## src/source/noncomp_pkg.sv

```systemverilog
/* Operation set and datapath layout of the non-computational slice.
   Status flags follow the RISC-V fflags order NV DZ OF UF NX */
package noncomp_pkg;

  // --------------------------------------------------
  // Operations
  // --------------------------------------------------
  typedef enum logic [2:0] {
    OP_SGNJ  = 3'd0,  // Sign of b
    OP_SGNJN = 3'd1,  // Inverted sign of b
    OP_SGNJX = 3'd2,  // Sign of a XOR sign of b
    OP_FMIN  = 3'd3,
    OP_FMAX  = 3'd4
  } noncomp_op_e;

  // --------------------------------------------------
  // Datapath
  // --------------------------------------------------
  localparam int unsigned DATA_WIDTH   = 32;
  localparam int unsigned NUM_LANES    = 2;
  localparam int unsigned NUM_OPERANDS = 2;
  localparam int unsigned TAG_WIDTH    = 4;

  // Status vector, NV sits in the MSB
  localparam int unsigned STATUS_WIDTH = 5;
  localparam int unsigned STATUS_NV    = 4;

  // Aux data sent along with each lane item
  localparam int unsigned AUX_WIDTH   = 2;
  localparam int unsigned AUX_FMT_BIT = 1;  // fp_format_e of the result
  localparam int unsigned AUX_VEC_BIT = 0;  // Lane 1 carries a result

endpackage

```

## src/source/lane_pipe.sv

```systemverilog
/* One register stage per lane. Holds at most one item; a new item enters
   in the cycle the held one leaves. flush_i drops the held item */
module lane_pipe
  import noncomp_pkg::*;
(
  input  logic                    clk_i,
  input  logic                    arst_n_i,
  // Upstream side
  input  logic                    in_valid_i,
  output logic                    in_ready_o,
  input  logic                    flush_i,
  input  logic [DATA_WIDTH-1:0]   result_i,
  input  logic [STATUS_WIDTH-1:0] status_i,
  input  logic                    mask_i,
  input  logic [AUX_WIDTH-1:0]    aux_i,
  input  logic [TAG_WIDTH-1:0]    tag_i,
  // Downstream side
  output logic                    out_valid_o,
  input  logic                    out_ready_i,
  output logic [DATA_WIDTH-1:0]   result_o,
  output logic [STATUS_WIDTH-1:0] status_o,
  output logic                    mask_o,
  output logic [AUX_WIDTH-1:0]    aux_o,
  output logic [TAG_WIDTH-1:0]    tag_o
);

  logic valid_q;
  logic load;

  // --------------------------------------------------
  // Handshake
  // --------------------------------------------------
  assign in_ready_o  = out_ready_i | ~valid_q;  // Empty or draining
  assign load        = in_valid_i & in_ready_o;
  assign out_valid_o = valid_q;

  always_ff @(posedge clk_i or negedge arst_n_i) begin : valid_reg
    if (!arst_n_i) begin
      valid_q <= 1'b0;
    end else if (flush_i) begin
      valid_q <= 1'b0;
    end else if (in_ready_o) begin
      valid_q <= in_valid_i;
    end
  end

  // --------------------------------------------------
  // Payload
  // --------------------------------------------------
  // Enable register, stays put under back-pressure
  always_ff @(posedge clk_i) begin : payload_reg
    if (load) begin
      result_o <= result_i;
      status_o <= status_i;
      mask_o   <= mask_i;
      aux_o    <= aux_i;
      tag_o    <= tag_i;
    end
  end

endmodule

```

## config.mk

```make
export PLATFORM = sky130hd
export DESIGN_NAME = lane_pipe
export DESIGN_NICKNAME = d
export VERILOG_FILES = /design/src/source/noncomp_pkg.sv /design/src/source/lane_pipe.sv
export SDC_FILE = /design/constraint.sdc
export NUM_CORES = 1
export LEC_CHECK = 0
export BUFFER_PORTS_ARGS = -buffer_cell sky130_fd_sc_hd__buf_4
export CELL_PAD_IN_SITES_DETAIL_PLACEMENT = 2
export CELL_PAD_IN_SITES_GLOBAL_PLACEMENT = 2
export CORE_UTILIZATION = 28
export CTS_CLUSTER_DIAMETER = 100
export CTS_CLUSTER_SIZE = 25
export DETAILED_ROUTE_END_ITERATION = 10
export PLACE_DENSITY = 0.89
export SYNTH_ARGS = -nofsm -noshare
export SYNTH_HDL_FRONTEND = slang
export SYNTH_SLANG_ARGS = --single-unit
```

## constraint.sdc

```tcl
create_clock -name clk_i -period 3 [get_ports clk_i]
set_input_delay 0.75 -clock clk_i [delete_from_list [all_inputs] [get_ports clk_i]]
set_output_delay 0.75 -clock clk_i [all_outputs]
set_load 0.02 [all_outputs]
```

==> results of run 1 <==
worst min-delay path by stage:
stage              from  cells past startpoint           to  slack (ps)
2_1_floorplan  arst_n_i                      0  out_valid_o         450
3_3_place_gp   arst_n_i                      1  out_valid_o         530
3_5_place_dp   arst_n_i                      1  out_valid_o         530
4_1_cts        arst_n_i                      1  out_valid_o         200
5_1_grt        arst_n_i                      1  out_valid_o         200
6_report       arst_n_i                      1  out_valid_o         220
cells by family after synthesis:
kind of cell,count (synthesis)
compound gates,1
buf+inv,1
flops,45
simple gates,2
power by group through the flow:
| stage | Clock, mW | Sequential, mW | Combinational [mW] |
|---|---|---|---|
| finish | 0.458 | 0.745 | 0.167 |
| global route | 0.499 | 0.749 | 0.176 |
| global placement | 0 | 0.757 | 0.165 |
| CTS | 0.478 | 0.746 | 0.171 |
| detailed placement | 0 | 0.760 | 0.170 |
| floorplan | 0 | 0.804 | 0.0152 |
flip-flops by register name (all words and copies together), names as in the netlist:
name / flops
out_valid_o: 1
status_o: 5
result_o: 32
mask_o: 1
tag_o: 4
aux_o: 2
synthesized netlist by cell type:
cell type  count  area (sq um)
and2_4         1          8.76
dfrtp_1        1          25.0
inv_1          1          3.75
a21oi_2        1          8.76
nand2b_4       1          13.8
edfxtp_1      44          1320
worst max-delay path: cells and delay by family:
kind	cells	cell delay, ps
buffers and inverters	2	260
AND/OR/NAND/NOR	1	140
metal layers:
layer  share of wire [%]  vias to the layer above  wire length (microns)
li1                    -                      392                      -
met1                  31                      403                   1040
met2                  58                       58                   1920
met3                  10                        4                    345
met4                0.93                        0                     31
met5                   0                        -                      0
layout make-up:
class / instances / area [sq um] / area share, %
Multi-Input combinational cell: 3 / 31.3 / 1.37
Timing Repair Buffer: 94 / 706 / 30.9
Tap cell: 67 / 83.8 / 3.67
Inverter: 1 / 3.75 / 0.164
Sequential cell: 45 / 1350 / 58.9
Clock buffer: 7 / 86.3 / 3.77
Clock inverter: 1 / 30.0 / 1.31
per-stage QoR:
step                      power (mW)  worst slack [ps]  cells  utilization (%)
after floorplan                0.820              1310     49                -
after global placement         0.922              1110    210             46.0
after detailed placement       0.931              1090    210             46.0
after CTS                       1.40              1090    218             48.4
after global routing            1.42              1080    218             48.4
final                           1.37              1090    218             48.4
cell usage in the layout (no fill, tap or decap), drive strengths merged:
cell | netlist | final
a21oi | 1 | 1
and2 | 1 | 1
dfrtp | 1 | 1
clkbuf | 0 | 7
inv | 1 | 1
buf | 0 | 94
edfxtp | 44 | 44
nand2b | 1 | 1
bufinv | 0 | 1
==> metrics.txt, run 1 <==
worst min path class primary input to async pin; Worst Setup SP out_ready_i; reg-to-reg endpoint status_o[3]; IO Port Bufs 94; Distinct cells, synth 6; startpoint types primary input; arrival time worst endpoint 1160 ps; Synth Instances 49; largest family of logic cells by synthesized area simple AND/OR/NAND/NOR gates; DR iter-0 viols 29; post-synthesis sequential area ratio 97.5%; CP max FO 3; Die Y 72.2 microns; Worst R2R Start out_valid_o; adder and majority gate portion of the synthesized area 0%; fin crit period 1910 ps; critical path class primary input to primary output; Worst-Margin Slew 549 ps; met1 usage 11.7%; status completed; final instance area 2290 sq um; Via Count 857; worst setup path end in_ready_o; Most Used Layer, Global Route met2; vias in the first global route 946; Clock transition at path regs 80 ps; Reg2Reg Setup Slack 1610 ps; Crit-path slowest cell buf_4; layout cells sized above 1 68.9%; gpl congestion 0.608; post-place instance area 2170 sq um; GRT Residual Overflow 0; XOR/XNOR Fraction of Synth Area 0%; drt via density 3.93; nets 199; Area Growth Syn to Fin 65.6%; core area 4720 sq um; Sequential Power Share 54.4%; GR met3 Demand/Resource 6.39%; CP Data Required Time 2250 ps; CTS tree yes; Hold Worst Slack 219 ps; initial antenna violation count 0; Sink Count 45; Die X 72.2 microns; Routed WL 3330 microns; IR drop worst, VDD 0.261 mV; antenna fix cells 0; Worst Skew 4.33 ps; worst path cell trace buf_4 > nand2b_4 > buf_4; final period utilization 63.7%; Post-CTS Hold Fix Bufs 0; GRT met2 Usage 25.5%; CTS Root Cell clkbuf_8; Pint 1.09 mW; clock share of power 33.4%; post-detailed-route count of antenna-violating nets 0; TritonCTS buffer count 5; syn_nets 98; max-cap viol count 0; CTS Buffer Depth 2; leakage 0.967 nW; net switching share of the total power 20.6%; first-pass GRT wire length 4800 microns; Critical Path End Type primary output; Worst-Skew Late Latency 290 ps; max_slew headroom 63.4%; Synth Area in Compound Gates 0.634%; largest net degree at the start of global routing 45; postcts setup bufs 0; Fill cells 456; final-report hold violation count 0; FMAX 0.524 GHz; CP most frequent cell buf_4; post-synthesis mux area share 0%; Yosys reg bits 45; DRC viols 0; Setup TNS Final 0 ps; Post-Synth Simple-Gate Area 1.63%; FP Rows 25; All-Layer GR Usage 13.1%; CP max stage delay 150 ps; PD cells 599 nW/um^2; 1st-pass router iterations 3; unrepaired setup endpoints after global routing no; Synth Area per Inst 28.2 sq um; Final Setup Violations 0; post_cts resized 0; Initial Utilization 29.2%; die area 5220 sq um; synthesized area 1380 sq um; num ports 95; Combinational Power Share 12.2%; htree depth 2; synth warn 0; WL/cell 15.3 microns; fin. max-slew vios 0; cells on worst reg2reg path 2; Psw 0.282 mW
Power figures use the tool's default switching activity.
==> run 2, diff against run 1 <==
Settings changed: ABC_AREA from default to 1, CORE_UTILIZATION 28 to 26, PLACE_DENSITY 0.89 to 0.85.
Clock period 3 ns to 1.9 ns, I/O delays scaled along.
==> run 2 against run 1 <==
Compared with the run above: combinational power increased by 69%; worst hold slack improved by 140 ps; core utilization decreased by 2.7 points; critical path type is now flip-flop to primary output; sequential power increased by 58%; clock power increased by 62%; critical path depth decreased by 1; largest cell class unchanged; sequential share of layout area decreased by 1.2 points; via count increased by 7.1%; first-iteration DRC count decreased by 21%; highest routed layer unchanged.
==> metrics.txt, run 2 <==
FMAX 0.693 GHz; XOR/XNOR Fraction of Synth Area 0%; Die X 74.8 microns; largest family of logic cells by synthesized area simple AND/OR/NAND/NOR gates; cell with the most instances after synthesis edfxtp_1; Worst-Margin Slew 187 ps; synth cell count leaders 44 x edfxtp_1, 3 x nand2_1; Critical Path End Type primary output; Detailed Place HPWL 2920 microns; antenna fix cells 0; Synth area leader edfxtp_1; main flop type after synthesis edfxtp_1; max_slew headroom 87.5%; Area Growth Syn to Fin 69.6%; Setup TNS Final 0 ps; leakage 0.994 nW; top-area cell type share of the netlist area 95.9%; adder and majority gate portion of the synthesized area 0%; Synth area leaders edfxtp_1 96%, dfrtp_1 1.8%, nand2_1 0.82%; Via Count 918; gpl congestion 0.657; Async SR Flop Fraction 2.22%; DRC viols 0; htree depth 2; CP max stage delay 440 ps; postcts setup bufs 0; status completed; vias in the first global route 974; Crit-path slowest cell dfrtp_1; Yosys reg bits 45; fin cells 227; synthesized area 1380 sq um; fin crit period 1440 ps; Die Y 74.8 microns; DR iter-0 viols 23; max-cap viol count 0; All-Layer GR Usage 13.0%; total chip power 2.20 mW; Worst Skew 5.66 ps; syn_nets 101; Synth Area in Compound Gates 0.545%; Final Setup Violations 0; worst slack at placement 536 ps; worst min path class primary input to flip-flop; Top Registers result_o x32, status_o x5, tag_o x4; CP Data Required Time 1420 ps; final instance area 2340 sq um; initial antenna violation count 0; Largest Register result_o; CTS Root Cell clkbuf_8; synth warn 0; most common cell after layout, fill and taps aside buf_4; Synth Instances 52; num ports 95; CP max FO 4; max reg flops 32; die area 5590 sq um; first-pass GRT wire length 5090 microns; Worst Slack Setup Final 457 ps; Distinct cells, synth 7; leading cell types in the layout, fill and taps excluded 95 x buf_4, 44 x edfxtp_1, 6 x clkbuf_8; Worst-Skew Late Latency 290 ps; CP Buf/Inv Count 1; FP Rows 26; TritonCTS buffer count 5; Post-Synth Simple-Gate Area 1.18%; CTS tree yes; 1st-pass router iterations 4; post-detailed-route count of antenna-violating nets 0; WL/cell 16.1 microns; Routed WL 3660 microns; largest net degree at the start of global routing 35; Synth Area per Inst 26.5 sq um; final-report hold violation count 0; critical path class flip-flop to primary output; post-synthesis mux area share 0%; unrepaired setup endpoints after global routing no; layout cells sized above 1 66.9%; startpoint types flip-flop; IO Port Bufs 94; CP delay by family, top flip-flops; post-synthesis sequential area ratio 97.7%; Post-synth EDFFs 44; Sink Count 45; Inst Count DP 218; post-place instance area 2210 sq um; PD cells 943 nW/um^2; arrival time worst endpoint 970 ps; fin. max-slew vios 0; GRT Residual Overflow 0; core area 5110 sq um; final period utilization 76.0%; drt via density 4.04; nets 205; CTS Buffer Depth 2; Initial Utilization 27.0%; Clock transition at path regs 80 ps; IR drop worst, VDD 0.385 mV; worst path cell trace nand2_1 > buf_4
-- run 2: area by class of cell --
type / count / area [sq um]
flip-flops and latches: 45 / 1350
well taps: 70 / 87.6
clock inverters: 1 / 30.0
multi-input cells: 5 / 35.0
clock buffers: 7 / 86.3
fillers: 503 / 2770
inverters: 2 / 7.51
repair buffers: 97 / 743
-- run 2: timing repair --
action | 4_1_cts | 5_1_grt
hold buffers | 1 | 0
gates resized for setup | 0 | 0
endpoints found under the hold margin | 1 | 0
-- run 2: final timing paths --
kind | from | endpoint | slack [ps] | depth (start not counted)
setup / recovery | out_valid_o | in_ready_o | 460 | 2
hold / removal | result_i[5] | result_o[5] | 350 | 1
setup reg to reg | out_valid_o | result_o[19] | 700 | 2
hold reg to reg | out_valid_o | out_valid_o | 660 | 2
max in group asynchronous | arst_n_i | out_valid_o | 1330 | 2
min in group asynchronous | arst_n_i | out_valid_o | 490 | 2
-- run 2: layer usage --
| layer | vias up | wire, microns | global-route usage (%) |
|---|---|---|---|
| met5 | - | 0 | 0 |
| met4 | 0 | 24 | 3.14 |
| met3 | 4 | 433 | 6.02 |
| met2 | 67 | 1970 | 24.2 |
| met1 | 439 | 1240 | 13.1 |
| li1 | 408 | - | - |
-- run 2: report_power, final --
group | switching (mW) | internal (mW)
registers | 0.0201 | 1.16
clock network | 0.311 | 0.429
logic | 0.141 | 0.141
-- run 2: stage by stage --
step	hold slack (ps)	util, %
after global placement	250	43.3
final	354	45.7
after CTS	345	45.7
after global routing	335	45.7
after detailed placement	257	43.3
after floorplan	179	-
-- run 2: logic make-up (layout without fill, tap and decap cells) --
family	count (synthesis)	after routing
buf+inv	2	107
compound gates	1	1
simple gates	4	4
flops	45	45
