**src/source/fp_fmt_pkg.sv**
```systemverilog
/* Supported floating-point formats of the slice. Only FP32 and FP16 exist,
   so the format enum is a single bit */
package fp_fmt_pkg;

  // --------------------------------------------------
  // Formats
  // --------------------------------------------------
  typedef enum logic {
    FMT_FP32 = 1'b0,
    FMT_FP16 = 1'b1
  } fp_format_e;

  // Total widths
  localparam int unsigned FP32_WIDTH = 32;
  localparam int unsigned FP16_WIDTH = 16;

  // Exponent field sizes
  localparam int unsigned FP32_EXP_BITS = 8;
  localparam int unsigned FP16_EXP_BITS = 5;

  // Mantissa field sizes, MSB of the field is the quiet bit
  localparam int unsigned FP32_MAN_BITS = 23;
  localparam int unsigned FP16_MAN_BITS = 10;

  // --------------------------------------------------
  // Canonical quiet NaNs
  // --------------------------------------------------
  localparam logic [FP32_WIDTH-1:0] FP32_CANON_NAN = 32'h7FC0_0000;
  localparam logic [FP16_WIDTH-1:0] FP16_CANON_NAN = 16'h7E00;

endpackage

```
**src/source/noncomp_pkg.sv**
```systemverilog
/* Operation set and datapath layout of the non-computational slice.
   Status flags follow the RISC-V fflags order NV DZ OF UF NX */
package noncomp_pkg;

  // --------------------------------------------------
  // Operations
  // --------------------------------------------------
  typedef enum logic [2:0] {
    OP_SGNJ  = 3'd0,  // Sign of b
    OP_SGNJN = 3'd1,  // Inverted sign of b
    OP_SGNJX = 3'd2,  // Sign of a XOR sign of b
    OP_FMIN  = 3'd3,
    OP_FMAX  = 3'd4
  } noncomp_op_e;

  // --------------------------------------------------
  // Datapath
  // --------------------------------------------------
  localparam int unsigned DATA_WIDTH   = 32;
  localparam int unsigned NUM_LANES    = 2;
  localparam int unsigned NUM_OPERANDS = 2;
  localparam int unsigned TAG_WIDTH    = 4;

  // Status vector, NV sits in the MSB
  localparam int unsigned STATUS_WIDTH = 5;
  localparam int unsigned STATUS_NV    = 4;

  // Aux data sent along with each lane item
  localparam int unsigned AUX_WIDTH   = 2;
  localparam int unsigned AUX_FMT_BIT = 1;  // fp_format_e of the result
  localparam int unsigned AUX_VEC_BIT = 0;  // Lane 1 carries a result

endpackage

```
**src/source/noncomp_op.sv**
```systemverilog
/* Sign injection and min/max for one lane, combinational. Operands are
   assumed properly NaN-boxed; upper bits of an FP16 result are don't care */
module noncomp_op
  import fp_fmt_pkg::*;
  import noncomp_pkg::*;
#(
  parameter bit Fp32Enable = 1'b1  // 0 gives an FP16-only lane
) (
  input  logic [DATA_WIDTH-1:0]   a_i,
  input  logic [DATA_WIDTH-1:0]   b_i,
  input  noncomp_op_e             op_i,
  input  fp_format_e              fmt_i,
  output logic [DATA_WIDTH-1:0]   result_o,
  output logic [STATUS_WIDTH-1:0] status_o
);

  logic [DATA_WIDTH-1:0]   opnd [NUM_OPERANDS];
  logic [DATA_WIDTH-2:0]   mag  [NUM_OPERANDS];
  logic [NUM_OPERANDS-1:0] sgn, is_nan, is_snan;
  logic                    use_fp32;
  logic                    a_lt_b;

  assign opnd[0] = a_i;
  assign opnd[1] = b_i;

  // FP32 decoding only exists in lanes that can hold FP32
  if (Fp32Enable) begin : gen_fp32
    assign use_fp32 = (fmt_i == FMT_FP32);
  end else begin : gen_fp16_only
    assign use_fp32 = 1'b0;
  end

  // --------------------------------------------------
  // Operand classification
  // --------------------------------------------------
  always_comb begin : classify
    for (int i = 0; i < NUM_OPERANDS; i++) begin
      mag[i] = '0;
      if (use_fp32) begin
        sgn[i]     = opnd[i][FP32_WIDTH-1];
        mag[i]     = opnd[i][FP32_WIDTH-2:0];
        is_nan[i]  = (&opnd[i][FP32_WIDTH-2 -: FP32_EXP_BITS]) &
                     (|opnd[i][FP32_MAN_BITS-1:0]);
        is_snan[i] = is_nan[i] & ~opnd[i][FP32_MAN_BITS-1];
      end else begin
        sgn[i]                    = opnd[i][FP16_WIDTH-1];
        mag[i][FP16_WIDTH-2:0]    = opnd[i][FP16_WIDTH-2:0];
        is_nan[i]  = (&opnd[i][FP16_WIDTH-2 -: FP16_EXP_BITS]) &
                     (|opnd[i][FP16_MAN_BITS-1:0]);
        is_snan[i] = is_nan[i] & ~opnd[i][FP16_MAN_BITS-1];
      end
    end
  end

  // Sign-magnitude ordering, -0 counts as less than +0
  always_comb begin : compare
    if (sgn[0] != sgn[1]) begin
      a_lt_b = sgn[0];
    end else if (sgn[0]) begin
      a_lt_b = (mag[0] > mag[1]);  // Both negative
    end else begin
      a_lt_b = (mag[0] < mag[1]);
    end
  end

  // --------------------------------------------------
  // Operation
  // --------------------------------------------------
  always_comb begin : operate
    int unsigned sign_pos;

    sign_pos = use_fp32 ? FP32_WIDTH - 1 : FP16_WIDTH - 1;
    result_o = a_i;
    status_o = '0;

    unique case (op_i)
      OP_SGNJ:  result_o[sign_pos] = sgn[1];
      OP_SGNJN: result_o[sign_pos] = ~sgn[1];
      OP_SGNJX: result_o[sign_pos] = sgn[0] ^ sgn[1];
      OP_FMIN, OP_FMAX: begin
        status_o[STATUS_NV] = |is_snan;
        if (&is_nan) begin
          result_o = use_fp32 ? FP32_CANON_NAN :
                     {{(DATA_WIDTH-FP16_WIDTH){1'b1}}, FP16_CANON_NAN};
        end else if (is_nan[0]) begin
          result_o = b_i;
        end else if (is_nan[1]) begin
          result_o = a_i;
        end else begin
          result_o = (a_lt_b ^ (op_i == OP_FMAX)) ? a_i : b_i;
        end
      end
      default: result_o = a_i;  // Unused encodings pass a through
    endcase
  end

endmodule

```
**config.mk**
```make
export PLATFORM = sky130hd
export DESIGN_NAME = noncomp_op
export DESIGN_NICKNAME = d
export VERILOG_FILES = /design/src/source/fp_fmt_pkg.sv /design/src/source/noncomp_pkg.sv /design/src/source/noncomp_op.sv
export SDC_FILE = /design/constraint.sdc
export NUM_CORES = 1
export LEC_CHECK = 0
export ABC_AREA = 1
export BUFFER_PORTS_ARGS = -buffer_cell sky130_fd_sc_hd__buf_2
export CORE_MARGIN = 4
export CORE_UTILIZATION = 45
export DETAILED_ROUTE_END_ITERATION = 8
export PLACE_DENSITY = 0.86
export RECOVER_POWER = 50
export SYNTH_ARGS = -nofsm -noshare
export SYNTH_HDL_FRONTEND = slang
export SYNTH_SLANG_ARGS = --single-unit
```
**constraint.sdc**
```tcl
create_clock -name vclk -period 6.5
set_clock_uncertainty 0.1 [all_clocks]
set_input_delay 0.65 -clock vclk [all_inputs]
set_output_delay 0.65 -clock vclk [all_outputs]
set_load 0.1 [all_outputs]
```
==> results.tsv, run 1 <==
metric	value	unit
io_pins	105	
grt_pass1_wl	12700	µm
synth_area	2500	µm²
swShare	78.3	%
period_minus_slack	5110	ps
core_area	5240	µm²
n_antenna_cell	0	
design.seq.count	0	
synthToLayoutAreaGrowth	18.3	%
grt_setup_unrepaired	false	
fin_nets	641	
vias	3271	
hold_buffers	0	
fillCellCount	558	
post_cts_resized	0	
p_leak	1.73	nW
ir_worst_vdd	104	µV
clockPowerShare	0	%
drt_iter0_drc	182	
wl_per_cell	12.8	µm
detail-route-antenna-nets	0	
drt-total-wl	7790	µm
cp-end-kind	output pin	
cpMaxStageDelayCell	clkbuf_1	
ys_top_cells_by_area	nand2_1, ha_1, inv_1	
grt-ovfl-total	0	
dpl_cell_area	2980	µm²
critPathTopFamily	simple AND/OR/NAND/NOR gates	
synth_common_cells	nand2_1, inv_1, nor2_1	
crit_buf_inv	3	
setup_viol	0	
p_int	0.0000925	W
finalHoldViolCount	0	
fin_area	2960	µm²
max_cap_viol_count	0	
comb_power_share	100.0	%
route.detailed.drc	0	
rows	26	
worst_pin_slew	1180	ps
syn_avg_cell_area	5.49	µm²
drive_gt1_share	21.9	%
synth_area_leader_cell	nand2_1	
die_y	82.5	µm
cp_cell_sequence	buf_2 > inv_2 > nand2_1 > ha_1 > nand2_1 > nor2_1 > nand3_1 > nor2_1 > nand2_1 > nand2_1 > nand2_1 > nand2_2 > nand2_1 > nand2_2 > nand3_4 > nand2_4 > nand2_1 > o211ai_1 > nand2_1 > nand2_1 > clkbuf_1	
crit_fanout	48	
grt_antenna_before_repair	0	
max_slew_margin	21.9	%
yosysMostFrequentCell	nand2_1	
hold_path_class	in2out	
crit_required	5750	ps
grt_pass1_vias	2986	
period_share	78.6	%
slew_violations	0	
crit_top_cell	nand2_1	
p_sw	0.000333	W
nClkBuffers	0	
yosys_warnings	0	
firstDrtPassIters	5	
initial_core_util	47.7	%
synth_cell_type_count	38	
crit_path_max_incr_delay	860	ps
gp_congestion	0.906	
power_density	144	nW/µm²
post_drt_via_cell_ratio	5.36	
place_hpwl	6610	µm
synth_top_area_share	21.5	%
post_cts_buffers	0	
register_area	0	µm²
crit_path_start_kind	input pin	
seqPwrFrac	0	%
fmax	196	MHz
grt_max_degree	49	
whs	1690	ps
port_buffers	101	
ys_seq_area_share	0	%
grtUsageTotal	22.5	%
die_area	6810	µm²
critPathKind	in2out	
arrival	4360	ps
tns	0	ps
outcome	finished, final reports clean	
netlist_instances	455	
die_w	82.5	µm
-- area by class of cell --
type | instances | area (µm²) | area share [%]
Tap cell | 70 | 87.6 | 2.96
Timing Repair Buffer | 102 | 494 | 16.7
Inverter | 79 | 297 | 10.0
Multi-Input combinational cell | 359 | 2080 | 70.3
-- cells by family (layout without fill, tap and decap cells) --
family | count (synthesis) | in the layout | synth area share [%]
buffers and inverters | 99 | 181 | 17.3
xor gates and xnor gates | 1 | 1 | 0.351
AOI/OAI and AO/OA | 86 | 86 | 24.5
other | 1 | 4 | 0.150
adders and majority gates | 31 | 31 | 15.5
and+or+nand+nor | 237 | 237 | 42.2
-- final timing paths --
kind / start / end / slack (ps) / cells after the start
setup / recovery: fmt_i / result_o[17] / 1390 / 21
hold / removal: a_i[18] / result_o[18] / 1690 / 4
-- metal layers --
metal | track usage, % | part of all wire [%] | vias to the layer above
li1 | - | - | 1660
met1 | 29.4 | 42 | 1461
met2 | 41.5 | 49 | 140
met3 | 1.52 | 8.3 | 10
met4 | 1.96 | 0.71 | 0
met5 | 0 | 0 | -
-- cell usage in the layout (no fill, tap or decap), drive strengths merged, types with 2 or more instances in the layout --
cell type  Yosys  routed
nor2          38      38
nand4         13      13
buf           15      87
nand2        148     148
a21oi         30      30
o21a           2       2
o21ai         24      24
ha            31      31
a22oi          9       9
nor3           4       4
inv           78      78
nand3b        10      10
o211ai        15      15
nor4           6       6
conb           1       4
nand3         18      18
clkbuf         5      15
-- power by group through the flow --
stage          Combinational [W]  Sequential (W)  Clock (W)
2_1_floorplan           0.000358               0          0
3_3_place_gp            0.000420               0          0
4_1_cts                 0.000428               0          0
3_5_place_dp            0.000427               0          0
5_1_grt                 0.000458               0          0
6_report                0.000426               0          0
-- stage by stage --
step / power [W] / setup slack [ps] / instances / utilization, %
floorplan: 0.000358 / 1290 / 458 / -
global placement: 0.000420 / 1890 / 610 / 56.8
detailed placement: 0.000427 / 1790 / 610 / 56.8
CTS: 0.000428 / 1770 / 610 / 56.8
global route: 0.000458 / 1030 / 610 / 56.5
finish: 0.000426 / 1390 / 610 / 56.5
(Power assumes the default switching activity.)
==> inputs of run 2 (changes only) <==
--- a/config.mk
+++ b/config.mk
@@ -10,7 +10,7 @@
 export CORE_MARGIN = 4
 export CORE_UTILIZATION = 45
 export DETAILED_ROUTE_END_ITERATION = 8
-export PLACE_DENSITY = 0.86
+export PLACE_DENSITY = 0.89
 export RECOVER_POWER = 50
 export SYNTH_ARGS = -nofsm -noshare
 export SYNTH_HDL_FRONTEND = slang
==> constraint.sdc (replaced) <==
create_clock -name vclk -period 4.41
set_clock_uncertainty 0.1 [all_clocks]
set_input_delay 0.441 -clock vclk [all_inputs]
set_output_delay 0.441 -clock vclk [all_outputs]
set_load 0.1 [all_outputs]
==> results.tsv, run 2 (same netlist as run 1, synthesis figures left out) <==
metric	value	unit
cp_cell_sequence	clkbuf_4 > inv_4 > nand2_1 > ha_1 > nand2_1 > nor2_1 > nand3_1 > nor2_1 > nand2_1 > nand2_1 > nand2_1 > nand2_2 > nand3_2 > nand3_4 > nand2_8 > buf_4 > o21ai_0 > o21ai_0 > nand2_1 > buf_2	
wl_per_cell	12.8	µm
hold_path_class	in2out	
place_hpwl	6710	µm
cpMaxStageDelayCell	buf_2	
cp-end-kind	output pin	
max_cap_viol_count	0	
tns	0	ps
outcome	finished, final reports clean	
final_cells	615	
fin_area	3040	µm²
grt_pass1_wl	12700	µm
slew_violations	0	
synthToLayoutAreaGrowth	21.8	%
period_share	90.5	%
post-place-ws	270	ps
initial_core_util	47.7	%
dp_cells	615	
grt-ovfl-total	0	
final_common_cell	nand2_1	
critPathKind	in2out	
route.detailed.drc	0	
p_leak	1.80	nW
grtUsageTotal	22.6	%
port_buffers	101	
die_w	82.5	µm
cp-startpoint	fmt_i	
dpl_cell_area	3030	µm²
post_drt_via_cell_ratio	5.31	
grt_max_degree	34	
crit_path_max_incr_delay	420	ps
register_area	0	µm²
io_pins	105	
fin_nets	646	
hp-start	a_i[9]	
die_y	82.5	µm
grt_setup_unrepaired	false	
grt_pass1_vias	3060	
period_minus_slack	3990	ps
drive_gt1_share	25.3	%
fmax	251	MHz
drt-total-wl	7870	µm
arrival	3450	ps
setup_viol	0	
crit_fanout	33	
rows	26	
finalHoldViolCount	0	
design.seq.count	0	
vias	3267	
whs	1240	ps
worst_pin_slew	1170	ps
ir_worst_vdd	169	µV
n_antenna_cell	0	
crit_top_cell	nand2_1	
nClkBuffers	0	
die_area	6810	µm²
worst_slack	418	ps
final_cell_mix	nand2_1, buf_2, inv_1	
post_cts_buffers	0	
max_slew_margin	22.6	%
drt_iter0_drc	174	
crit_path_start_kind	input pin	
firstDrtPassIters	5	
grt_antenna_before_repair	0	
power_density	212	nW/µm²
gp_congestion	0.960	
detail-route-antenna-nets	0	
crit_required	3870	ps
core_area	5240	µm²
run 2: cell count changes in the layout (fill, tap and decap cells not counted), moves of 3 or more:
cell and delta:
buf_4 +5, clkbuf_1 -14, buf_2 -3, clkbuf_2 +15
run 2: worst max-delay path, delay by kind of cell:
family	cells	cell delay [ps]
AO/OA/AOI/OAI	2	230
adder cells (fa/ha/maj)	1	330
buffers and inverters	4	1090
AND/OR/NAND/NOR	13	1350
run 2: timing repair:
| action | CTS | global route |
|---|---|---|
| gates resized for setup | 0 | 4 |
| setup endpoints to repair | 0 | 25 |
| hold buffers | 0 | 0 |
run 2: worst paths after layout:
kind,cells past startpoint,slack [ps],endpoint
min,4,1240,result_o[9]
max,20,420,result_o[10]
run 2: layout make-up:
type | instances | area (µm²)
fill | 513 | 2190
inverter | 79 | 299
tap | 70 | 87.6
multi-input combinational | 359 | 2090
timing repair buffer | 107 | 567
run 2: report_power, final:
group | internal, W | total (W) | leakage (nW) | switching (W)
registers | 0 | 0 | 0 | 0
clock network | 0 | 0 | 0 | 0
logic | 0.000150 | 0.000647 | 1.80 | 0.000496
total | 0.000150 | 0.000647 | 1.80 | 0.000496
run 2: metrics by stage:
step | power (W) | util, %
final | 0.000647 | 58.1
after detailed placement | 0.000641 | 57.9
after global placement | 0.000632 | 57.9
after global routing | 0.000694 | 58.1
after floorplan | 0.000529 | -
after CTS | 0.000642 | 57.9
run 2: layer usage:
metal	vias up	part of all wire, %	global-route usage, %
li1	1669	-	-
met4	0	0.76	2.78
met3	11	8.1	1.41
met5	-	0	0
met2	138	48	41.7
met1	1449	43	29.3
