==> src/source/fp_fmt_pkg.sv <==
/* Supported floating-point formats of the slice. Only FP32 and FP16 exist,
   so the format enum is a single bit */
package fp_fmt_pkg;

  // --------------------------------------------------
  // Formats
  // --------------------------------------------------
  typedef enum logic {
    FMT_FP32 = 1'b0,
    FMT_FP16 = 1'b1
  } fp_format_e;

  // Total widths
  localparam int unsigned FP32_WIDTH = 32;
  localparam int unsigned FP16_WIDTH = 16;

  // Exponent field sizes
  localparam int unsigned FP32_EXP_BITS = 8;
  localparam int unsigned FP16_EXP_BITS = 5;

  // Mantissa field sizes, MSB of the field is the quiet bit
  localparam int unsigned FP32_MAN_BITS = 23;
  localparam int unsigned FP16_MAN_BITS = 10;

  // --------------------------------------------------
  // Canonical quiet NaNs
  // --------------------------------------------------
  localparam logic [FP32_WIDTH-1:0] FP32_CANON_NAN = 32'h7FC0_0000;
  localparam logic [FP16_WIDTH-1:0] FP16_CANON_NAN = 16'h7E00;

endpackage

==> src/source/noncomp_pkg.sv <==
/* Operation set and datapath layout of the non-computational slice.
   Status flags follow the RISC-V fflags order NV DZ OF UF NX */
package noncomp_pkg;

  // --------------------------------------------------
  // Operations
  // --------------------------------------------------
  typedef enum logic [2:0] {
    OP_SGNJ  = 3'd0,  // Sign of b
    OP_SGNJN = 3'd1,  // Inverted sign of b
    OP_SGNJX = 3'd2,  // Sign of a XOR sign of b
    OP_FMIN  = 3'd3,
    OP_FMAX  = 3'd4
  } noncomp_op_e;

  // --------------------------------------------------
  // Datapath
  // --------------------------------------------------
  localparam int unsigned DATA_WIDTH   = 32;
  localparam int unsigned NUM_LANES    = 2;
  localparam int unsigned NUM_OPERANDS = 2;
  localparam int unsigned TAG_WIDTH    = 4;

  // Status vector, NV sits in the MSB
  localparam int unsigned STATUS_WIDTH = 5;
  localparam int unsigned STATUS_NV    = 4;

  // Aux data sent along with each lane item
  localparam int unsigned AUX_WIDTH   = 2;
  localparam int unsigned AUX_FMT_BIT = 1;  // fp_format_e of the result
  localparam int unsigned AUX_VEC_BIT = 0;  // Lane 1 carries a result

endpackage

==> src/source/result_pack.sv <==
/* Output side of the slice. Lane 0 aux decides the format and whether
   lane 1 contributes; narrow results are NaN-boxed with ones */
module result_pack
  import fp_fmt_pkg::*;
  import noncomp_pkg::*;
(
  input  logic                    lane0_valid_i,
  input  logic                    lane1_valid_i,
  input  logic [DATA_WIDTH-1:0]   lane0_result_i,
  input  logic [DATA_WIDTH-1:0]   lane1_result_i,
  input  logic [STATUS_WIDTH-1:0] lane0_status_i,
  input  logic [STATUS_WIDTH-1:0] lane1_status_i,
  input  logic [NUM_LANES-1:0]    lane_mask_i,
  input  logic [AUX_WIDTH-1:0]    aux_i,
  output logic [DATA_WIDTH-1:0]   result_o,
  output logic [STATUS_WIDTH-1:0] status_o,
  output logic                    extension_bit_o
);

  fp_format_e res_fmt;
  logic       lane1_used;

  assign res_fmt    = fp_format_e'(aux_i[AUX_FMT_BIT]);
  assign lane1_used = lane1_valid_i & aux_i[AUX_VEC_BIT];

  assign extension_bit_o = 1'b1;  // NaN-boxing

  // --------------------------------------------------
  // Result packing
  // --------------------------------------------------
  always_comb begin : pack_result
    if (res_fmt == FMT_FP32) begin
      result_o = lane0_result_i[FP32_WIDTH-1:0];
    end else if (lane1_used) begin
      result_o = {lane1_result_i[FP16_WIDTH-1:0], lane0_result_i[FP16_WIDTH-1:0]};
    end else begin
      // Scalar FP16, box the upper half
      result_o = {{(DATA_WIDTH-FP16_WIDTH){1'b1}}, lane0_result_i[FP16_WIDTH-1:0]};
    end
  end

  // Masked-off lanes raise no flags
  always_comb begin : collapse_status
    status_o = '0;
    if (lane0_valid_i) begin
      status_o = status_o | (lane0_status_i & {STATUS_WIDTH{lane_mask_i[0]}});
    end
    if (lane1_used) begin
      status_o = status_o | (lane1_status_i & {STATUS_WIDTH{lane_mask_i[1]}});
    end
  end

endmodule

==> config.mk <==
export PLATFORM = sky130hd
export DESIGN_NAME = result_pack
export DESIGN_NICKNAME = d
export VERILOG_FILES = /design/src/source/fp_fmt_pkg.sv /design/src/source/noncomp_pkg.sv /design/src/source/result_pack.sv
export SDC_FILE = /design/constraint.sdc
export NUM_CORES = 1
export LEC_CHECK = 0
export BUFFER_PORTS_ARGS = -buffer_cell sky130_fd_sc_hd__buf_2
export CORE_UTILIZATION = 19
export DETAILED_ROUTE_END_ITERATION = 7
export PLACE_DENSITY_LB_ADDON = 0.3
export SLEW_MARGIN = 20
export SYNTH_ARGS = -nofsm -noshare
export SYNTH_HDL_FRONTEND = slang
export SYNTH_SLANG_ARGS = --single-unit
==> constraint.sdc <==
create_clock -name vclk -period 0.8
set_clock_uncertainty 0.1 [all_clocks]
set_input_delay 0.08 -clock vclk [all_inputs]
set_output_delay 0.08 -clock vclk [all_outputs]
set_load 0.02 [all_outputs]
==> impl_metrics.toml, run 1 <==
[status]
result_of_the_run = "finished, violations left"
violations = "negative setup slack"

[critical_path]
path_buf_inv = 2
worst_setup_path_class = "input pin to output pin"
setup.worst_path.start_class = "input pin"
timing.critical_path.cells = "buf_8 > and3_4 > a32o_1 > buf_6"
worst_ep_required_time_ns = 0.62
slowest_stage = "a32o_1"
cp-end-kind = "output pin"
timing.critical_path.max_delay_family = "buffers and inverters"
cp_slowest_stage_delay_ns = 0.22
critical_path_peak_fanout = 5
critical_path.startpoint = "aux_i[0]"
arrival_ns = 0.72

[sta]
finalHoldViolCount = 0
final-setup-viol-count = 21
rsz0062_at_grt = "yes"
maxSlewViolCount = 0
whs_ns = 0.0600
timing.final.ws_setup_ns = -0.102
finalCritPeriodShare = 1.13
final.min_clock_period_ns = 0.902
achievable-frequency_mhz = 1110

[synthesis]
synth_area_in_simple_gates = 0.0638
syn-instance-count = 44
synth_fp_nets = 124
synth_top_family_by_area = "compound AO/OA/AOI/OAI gates"
syn_area_um2 = 373
synth-compound-area-share = 0.510
synth.mux.area_fraction = 0
synth.avg_cell_area_um2 = 8.47
ys_seq_area_frac = 0
yosysUniqueCellTypes = 8
synth.yosys.warnings = 0
yosys.area_share.adder = 0
synthXorXnorAreaFrac = 0

[final_layout]
synthToLayoutAreaGrowth_pct = 137
finish.utilization = 0.495
layoutNonFillerInstCount = 122
count_of_filler_cells_inserted_in_the_layout = 173
footprint_of_the_flip_flops_and_latches_um2 = 0
nets = 179
layout.clock_buffers = 0
mostFrequentLayoutCell = "buf_2"
final_cell_mix = "buf_2, buf_6, o22a_2"
post_route_cells_drive_above_1_share = 0.887
n_sequential_cell = 0
area_occupied_by_multi_input_gates_um2 = 277
n_antenna_cell = 0

[die]
die_h_um = 46.3
rows = 15
core_region_area_um2 = 1780
floorplan.io_pins = 118
width_of_the_die_um = 46.3
start_util = 0.209
die_footprint_um2 = 2140

[placement]
numPortBuffers = 69
place.gp.congestion = 0.743
numPlacedInstances = 120

[global_route]
first_global_vias = 576
grt_first_pass_wirelength_mm = 2.36
grt.total_usage = 0.149
grt_start_max_net_pins = 9
overflow_left_after_global_routing = 0
antenna_found_initial = 0

[routing]
viasPerCell = 4.76
wl_mm = 1.60
detail_route.iter0.violations = 3
drc = 0
avgRoutedWirePerCell_um = 13.1
ant_nets = 0
detail_route.first_pass.iterations = 4
num_vias = 581

[power_and_ir_drop]
vdd_ir_drop_max_uv = 331
total_leakage_power_nw = 0.423
p_per_area_nw_per_um2 = 656
fin_total_pwr_mw = 0.578

[run]
cap_violations = 0

[min_path]
hold_path_class = "input pin to output pin"
hold_path.startpoint = "lane0_result_i[4]"

[clocking]
hold_buffers = 0
-- path summary, 6_finish.rpt --
| path | endpoint | slack, ns | depth (start not counted) |
|---|---|---|---|
| min | result_o[4] | 0.06 | 0 |
| max | status_o[1] | -0.10 | 4 |
-- power breakdown --
| group | switching [mW] | internal, mW | total (mW) |
|---|---|---|---|
| Combinational | 0.242 | 0.337 | 0.578 |
| Clock | 0 | 0 | 0 |
| Sequential | 0 | 0 | 0 |
| Total | 0.242 | 0.337 | 0.578 |
-- metal layers --
layer  GRT usage  part of all wire  routed length [µm]
met3      0.0118              0.11                 178
met4      0.0176            0.0013                   2
met2       0.339              0.56                 900
met5           0                 0                   0
met1       0.136              0.32                 515
-- metrics by stage --
stage                     setup slack, ns  TNS, ns  area, µm²
final                              -0.102    -1.27        882
after global routing               -0.115    -1.56        882
after CTS                         -0.0935    -1.34        862
after detailed placement           -0.236    -4.38        642
after global placement             -0.236    -4.22        642
after floorplan                   -0.0288   -0.271        397
-- synth_stat cells --
master	number	area, µm²
and3_1	1	6.26
buf_6	2	22.5
buf_4	17	128
o22a_1	16	140
nand3_4	1	17.5
buf_2	1	5.00
conb_1	1	3.75
a32o_1	5	50.1
-- timing repair --
item	CTS	global route
setup endpoints to repair	21	21
pin swaps	23	17
cloned	2	0
resized for setup	56	4
buffers inserted	0	0
-- final cells by class --
cell class | count | share of cell area
multi-input combinational | 25 | 0.313
tap | 25 | 0.0355
timing repair buffer | 72 | 0.651
-- cell families after synthesis --
logic type / count (synthesis)
compound gates: 21
buf+inv: 20
simple gates: 2
other cells: 1
(Power assumes the default switching activity.)
==> inputs of run 2 (changes only) <==
--- a/config.mk
+++ b/config.mk
@@ -6,9 +6,11 @@
 export NUM_CORES = 1
 export LEC_CHECK = 0
 export BUFFER_PORTS_ARGS = -buffer_cell sky130_fd_sc_hd__buf_2
+export CORE_MARGIN = 1.5
 export CORE_UTILIZATION = 19
 export DETAILED_ROUTE_END_ITERATION = 7
 export PLACE_DENSITY_LB_ADDON = 0.3
+export SETUP_SLACK_MARGIN = 0.15
 export SLEW_MARGIN = 20
 export SYNTH_ARGS = -nofsm -noshare
 export SYNTH_HDL_FRONTEND = slang
==> impl_metrics.toml, run 2 (synthesis results as in run 1) <==
[status]
result_of_the_run = "finished, violations left"
violations = "negative setup slack"

[global_route]
antenna_found_initial = 0
grt_first_pass_wirelength_mm = 2.12
grt.total_usage = 0.129
first_global_vias = 486
grt_start_max_net_pins = 9
overflow_left_after_global_routing = 0

[placement]
numPortBuffers = 69
detailedPlacementHpwl_mm = 1.23
placed_instance_area_um2 = 648
place.gp.congestion = 0.693

[final_layout]
final_cell_mix = "buf_2, buf_6, o22a_2"
finish.utilization = 0.481
nets = 179
synthToLayoutAreaGrowth_pct = 130
n_antenna_cell = 0
post_route_cells_drive_above_1_share = 0.990
footprint_of_the_flip_flops_and_latches_um2 = 0
mostFrequentLayoutCell = "buf_2"
n_sequential_cell = 0
design_area_um2 = 858
layout.clock_buffers = 0

[die]
rows = 15
width_of_the_die_um = 47.3
floorplan.io_pins = 118
start_util = 0.209
core_region_area_um2 = 1780
die_footprint_um2 = 2240
die_h_um = 47.3

[sta]
rsz0062_at_grt = "yes"
final-setup-viol-count = 21
timing.final.ws_setup_ns = -0.110
final.min_clock_period_ns = 0.910
finalCritPeriodShare = 1.14
achievable-frequency_mhz = 1100
final.setup.tns_ns = -1.23
whs_ns = 0.0600
maxSlewViolCount = 0
finalHoldViolCount = 0

[power_and_ir_drop]
p_per_area_nw_per_um2 = 652
fin_total_pwr_mw = 0.559
total_leakage_power_nw = 0.435
vdd_ir_drop_max_uv = 306

[min_path]
hold_path_class = "input pin to output pin"

[run]
cap_violations = 0

[critical_path]
setup.worst_path.start_class = "input pin"
cp-end-kind = "output pin"
arrival_ns = 0.73
critical_path_peak_fanout = 5
worst_setup_path_class = "input pin to output pin"
worst_ep_required_time_ns = 0.62
critPathCapture = "status_o[1]"
critical_path.startpoint = "lane1_valid_i"

[routing]
wl_mm = 1.63
viasPerCell = 4.77
detail_route.iter0.violations = 3
detail_route.first_pass.iterations = 2
num_vias = 582
ant_nets = 0
drc = 0
avgRoutedWirePerCell_um = 13.4

[clocking]
post-cts-setup-buffer-count = 0
hold_buffers = 0
-- run 2: cell count changes in the layout (fill, tap and decap cells not counted) --
cell    before  now
buf_8        3    4
a32o_2       1    5
buf_16       1    0
buf_12       2    1
o22a_1       6    0
buf_6       21   22
a32o_1       4    0
o22a_2       7   15
o22a_4       3    1
-- run 2: metrics by stage --
stage	cells	setup slack, ns
finish	122	-0.110
global route	122	-0.125
CTS	122	-0.121
detailed placement	120	-0.176
global placement	120	-0.166
floorplan	44	-0.0285
-- run 2: per-layer routing --
layer	up-vias	routed length (µm)	track usage	part of all wire
met1	269	510	0.117	0.31
li1	269	-	-	-
met5	-	0	0	0
met3	0	214	0.0385	0.13
met2	44	907	0.278	0.56
met4	0	0	0.0111	0
-- run 2: final cells by class --
type,instances,area [µm²]
multi-input combinational,25,274
fill,195,925
tap,25,31.3
timing repair buffer,72,553
-- run 2: how the worst min path moves through the flow --
stage	startpoint	endpoint	slack, ns	cells past startpoint
3_3_place_gp	lane0_result_i[10]	result_o[10]	0.06	0
2_1_floorplan	lane0_result_i[0]	result_o[0]	0.17	1
4_1_cts	lane0_result_i[10]	result_o[10]	0.06	0
5_1_grt	lane0_result_i[14]	result_o[14]	0.06	0
6_report	lane0_result_i[11]	result_o[11]	0.06	0
3_5_place_dp	lane0_result_i[10]	result_o[10]	0.06	0
-- run 2: critical path: stages --
cell    delay (ns)
buf_8         0.11
and3_4        0.18
a32o_2        0.23
buf_6         0.13
-- run 2: power by group --
group | leakage, nW | switching, mW | internal (mW)
registers | 0 | 0 | 0
logic | 0.435 | 0.234 | 0.325
clock network | 0 | 0 | 0
total | 0.435 | 0.234 | 0.325
-- run 2: timing repair --
action / 4_1_cts / 5_1_grt
gates resized for setup: 59 / 0
endpoints found under the setup margin: 21 / 21
cloned: 2 / 0
pin swaps: 19 / 15
==> inputs of run 3 (changes only) <==
--- a/config.mk
+++ b/config.mk
@@ -5,9 +5,10 @@
 export SDC_FILE = /design/constraint.sdc
 export NUM_CORES = 1
 export LEC_CHECK = 0
+export ABC_AREA = 1
 export BUFFER_PORTS_ARGS = -buffer_cell sky130_fd_sc_hd__buf_2
 export CORE_MARGIN = 1.5
-export CORE_UTILIZATION = 19
+export CORE_UTILIZATION = 25
 export DETAILED_ROUTE_END_ITERATION = 7
 export PLACE_DENSITY_LB_ADDON = 0.3
 export SETUP_SLACK_MARGIN = 0.15
==> impl_metrics.toml, run 3 <==
[synthesis]
yosys.area_share.adder = 0
synth_area_in_simple_gates = 0.519
yosysUniqueCellTypes = 9
syn_area_um2 = 554
post-synth-top-count-cell = "nor2_1"
ys_seq_area_frac = 0
synth_area_leader_cell = "nor2_1"
synthXorXnorAreaFrac = 0
synth_fp_nets = 199
synth.mux.area_fraction = 0
syn-instance-count = 119
ys_top_cells_by_count = "nor2_1, nand2_1, buf_4, inv_1"
synth.yosys.warnings = 0
yosys-top-cells-area = "nor2_1, buf_4, nand2_1"
synth-compound-area-share = 0.0451
post-synth-top-area-fraction = 0.325
synth.avg_cell_area_um2 = 4.66
synth_top_family_by_area = "simple AND/OR/NAND/NOR gates"

[die]
width_of_the_die_um = 50.1
rows = 16
start_util = 0.274
die_h_um = 50.1
core_region_area_um2 = 2020
die_footprint_um2 = 2510
floorplan.io_pins = 118

[critical_path]
cp-end-kind = "output pin"
worst_ep_required_time_ns = 0.62
arrival_ns = 0.71
slowest_stage = "clkbuf_16"
worst_setup_path_class = "input pin to output pin"
critical_path_peak_fanout = 5
cp_slowest_stage_delay_ns = 0.16
setup.worst_path.start_class = "input pin"
timing.critical_path.cells = "buf_12 > clkbuf_16 > nand2_4 > nor2_4 > nor2_4 > buf_6"
crit_path_frequent_cell = "nor2_4"

[sta]
finalCritPeriodShare = 1.11
finalHoldViolCount = 0
timing.final.ws_setup_ns = -0.0871
rsz0062_at_grt = "yes"
final.setup.tns_ns = -0.812
final-setup-viol-count = 16
final.min_clock_period_ns = 0.887
maxSlewViolCount = 0
achievable-frequency_mhz = 1130

[power_and_ir_drop]
clkPwrFrac = 0
p_per_area_nw_per_um2 = 587
switching_share = 0.520
power_frac_comb = 1.000
internal_power_mw = 0.460
fin_total_pwr_mw = 0.960
vdd_ir_drop_max_uv = 356
total_leakage_power_nw = 0.755
p_switching_mw = 0.500
sequentialPowerShare = 0

[global_route]
overflow_left_after_global_routing = 0
grt_start_max_net_pins = 11
antenna_found_initial = 0
first_global_vias = 825
grt_first_pass_wirelength_mm = 3.53
grt.total_usage = 0.172

[placement]
place.gp.congestion = 0.651
detailedPlacementHpwl_mm = 1.39
numPortBuffers = 69
placed_instance_area_um2 = 1050

[final_layout]
synthToLayoutAreaGrowth_pct = 195
n_sequential_cell = 0
layout.clock_buffers = 0
n_antenna_cell = 0
final_cell_mix = "nor2_4, buf_2, buf_6"
post_route_cells_drive_above_1_share = 0.856
nets = 256
footprint_of_the_flip_flops_and_latches_um2 = 0
design_area_um2 = 1640

[routing]
detail_route.first_pass.iterations = 4
num_vias = 916
viasPerCell = 4.56
detail_route.iter0.violations = 9
drc = 0
avgRoutedWirePerCell_um = 12.8
wl_mm = 2.57
ant_nets = 0

[min_path]
hold_path_class = "input pin to output pin"
hold_path.startpoint = "lane0_result_i[10]"
holdPathEnd = "result_o[10]"
hold-path-cell-count = 0

[status]
result_of_the_run = "finished, violations left"
violations = "negative setup slack"

[run]
cap_violations = 0

[clocking]
post-cts-setup-buffer-count = 0
run 3: worst max-delay path by stage:
stage	startpoint	to	slack [ns]	depth (start not counted)
after floorplan	lane1_valid_i	result_o[16]	0.12	4
after global placement	lane1_valid_i	result_o[27]	-0.18	5
after detailed placement	lane1_valid_i	result_o[23]	-0.19	5
after CTS	aux_i[1]	result_o[24]	-0.08	6
after global routing	aux_i[1]	result_o[24]	-0.13	6
final	aux_i[1]	result_o[30]	-0.09	6
run 3: cells by family (layout without fill, tap and decap cells):
kind of cell | after synthesis | after routing
and+or+nand+nor | 75 | 78
buffers and inverters | 38 | 90
AOI/OAI and AO/OA | 5 | 5
other | 1 | 1
run 3: power by group through the flow:
stage / Combinational [mW] / Clock, mW / Sequential, mW
floorplan: 0.502 / 0 / 0
global placement: 0.571 / 0 / 0
detailed placement: 0.581 / 0 / 0
CTS: 0.869 / 0 / 0
global route: 1.01 / 0 / 0
finish: 0.960 / 0 / 0
run 3: worst max-delay path: cells and delay by family:
family        cells  cell delay (ns)
simple gates      3             0.22
buf+inv           3             0.40
run 3: repair_timing:
| item | in CTS | in global routing |
|---|---|---|
| gates resized for setup | 103 | 25 |
| hold endpoints to repair | 0 | 0 |
| setup endpoints to repair | 21 | 21 |
| pin swaps | 15 | 27 |
| hold buffers | 0 | 0 |
| cloned | 5 | 1 |
run 3: through the flow:
step / setup WS (ns) / utilization / cells / hold slack (ns)
final: -0.0871 / 0.809 / 201 / 0.0600
after global routing: -0.127 / 0.809 / 201 / 0.0600
after CTS: -0.0815 / 0.742 / 200 / 0.0601
after detailed placement: -0.194 / 0.522 / 195 / 0.0601
after global placement: -0.181 / 0.522 / 195 / 0.0601
after floorplan: 0.120 / - / 119 / 0.173
run 3: cell type report:
type | instances | area [µm²]
Fill cell | 136 | 387
Inverter | 16 | 60.1
Multi-Input combinational cell | 84 | 897
Tap cell | 27 | 33.8
Timing Repair Buffer | 74 | 644
run 3: metal layers:
metal  wire [µm]  vias to the layer above  GRT usage  share of wire
li1            -                      445          -              -
met1         907                      414      0.190           0.35
met4           8                        0    0.00926         0.0031
met3         225                        4     0.0152          0.088
met5           0                        -          0              0
met2        1430                       53      0.357           0.56
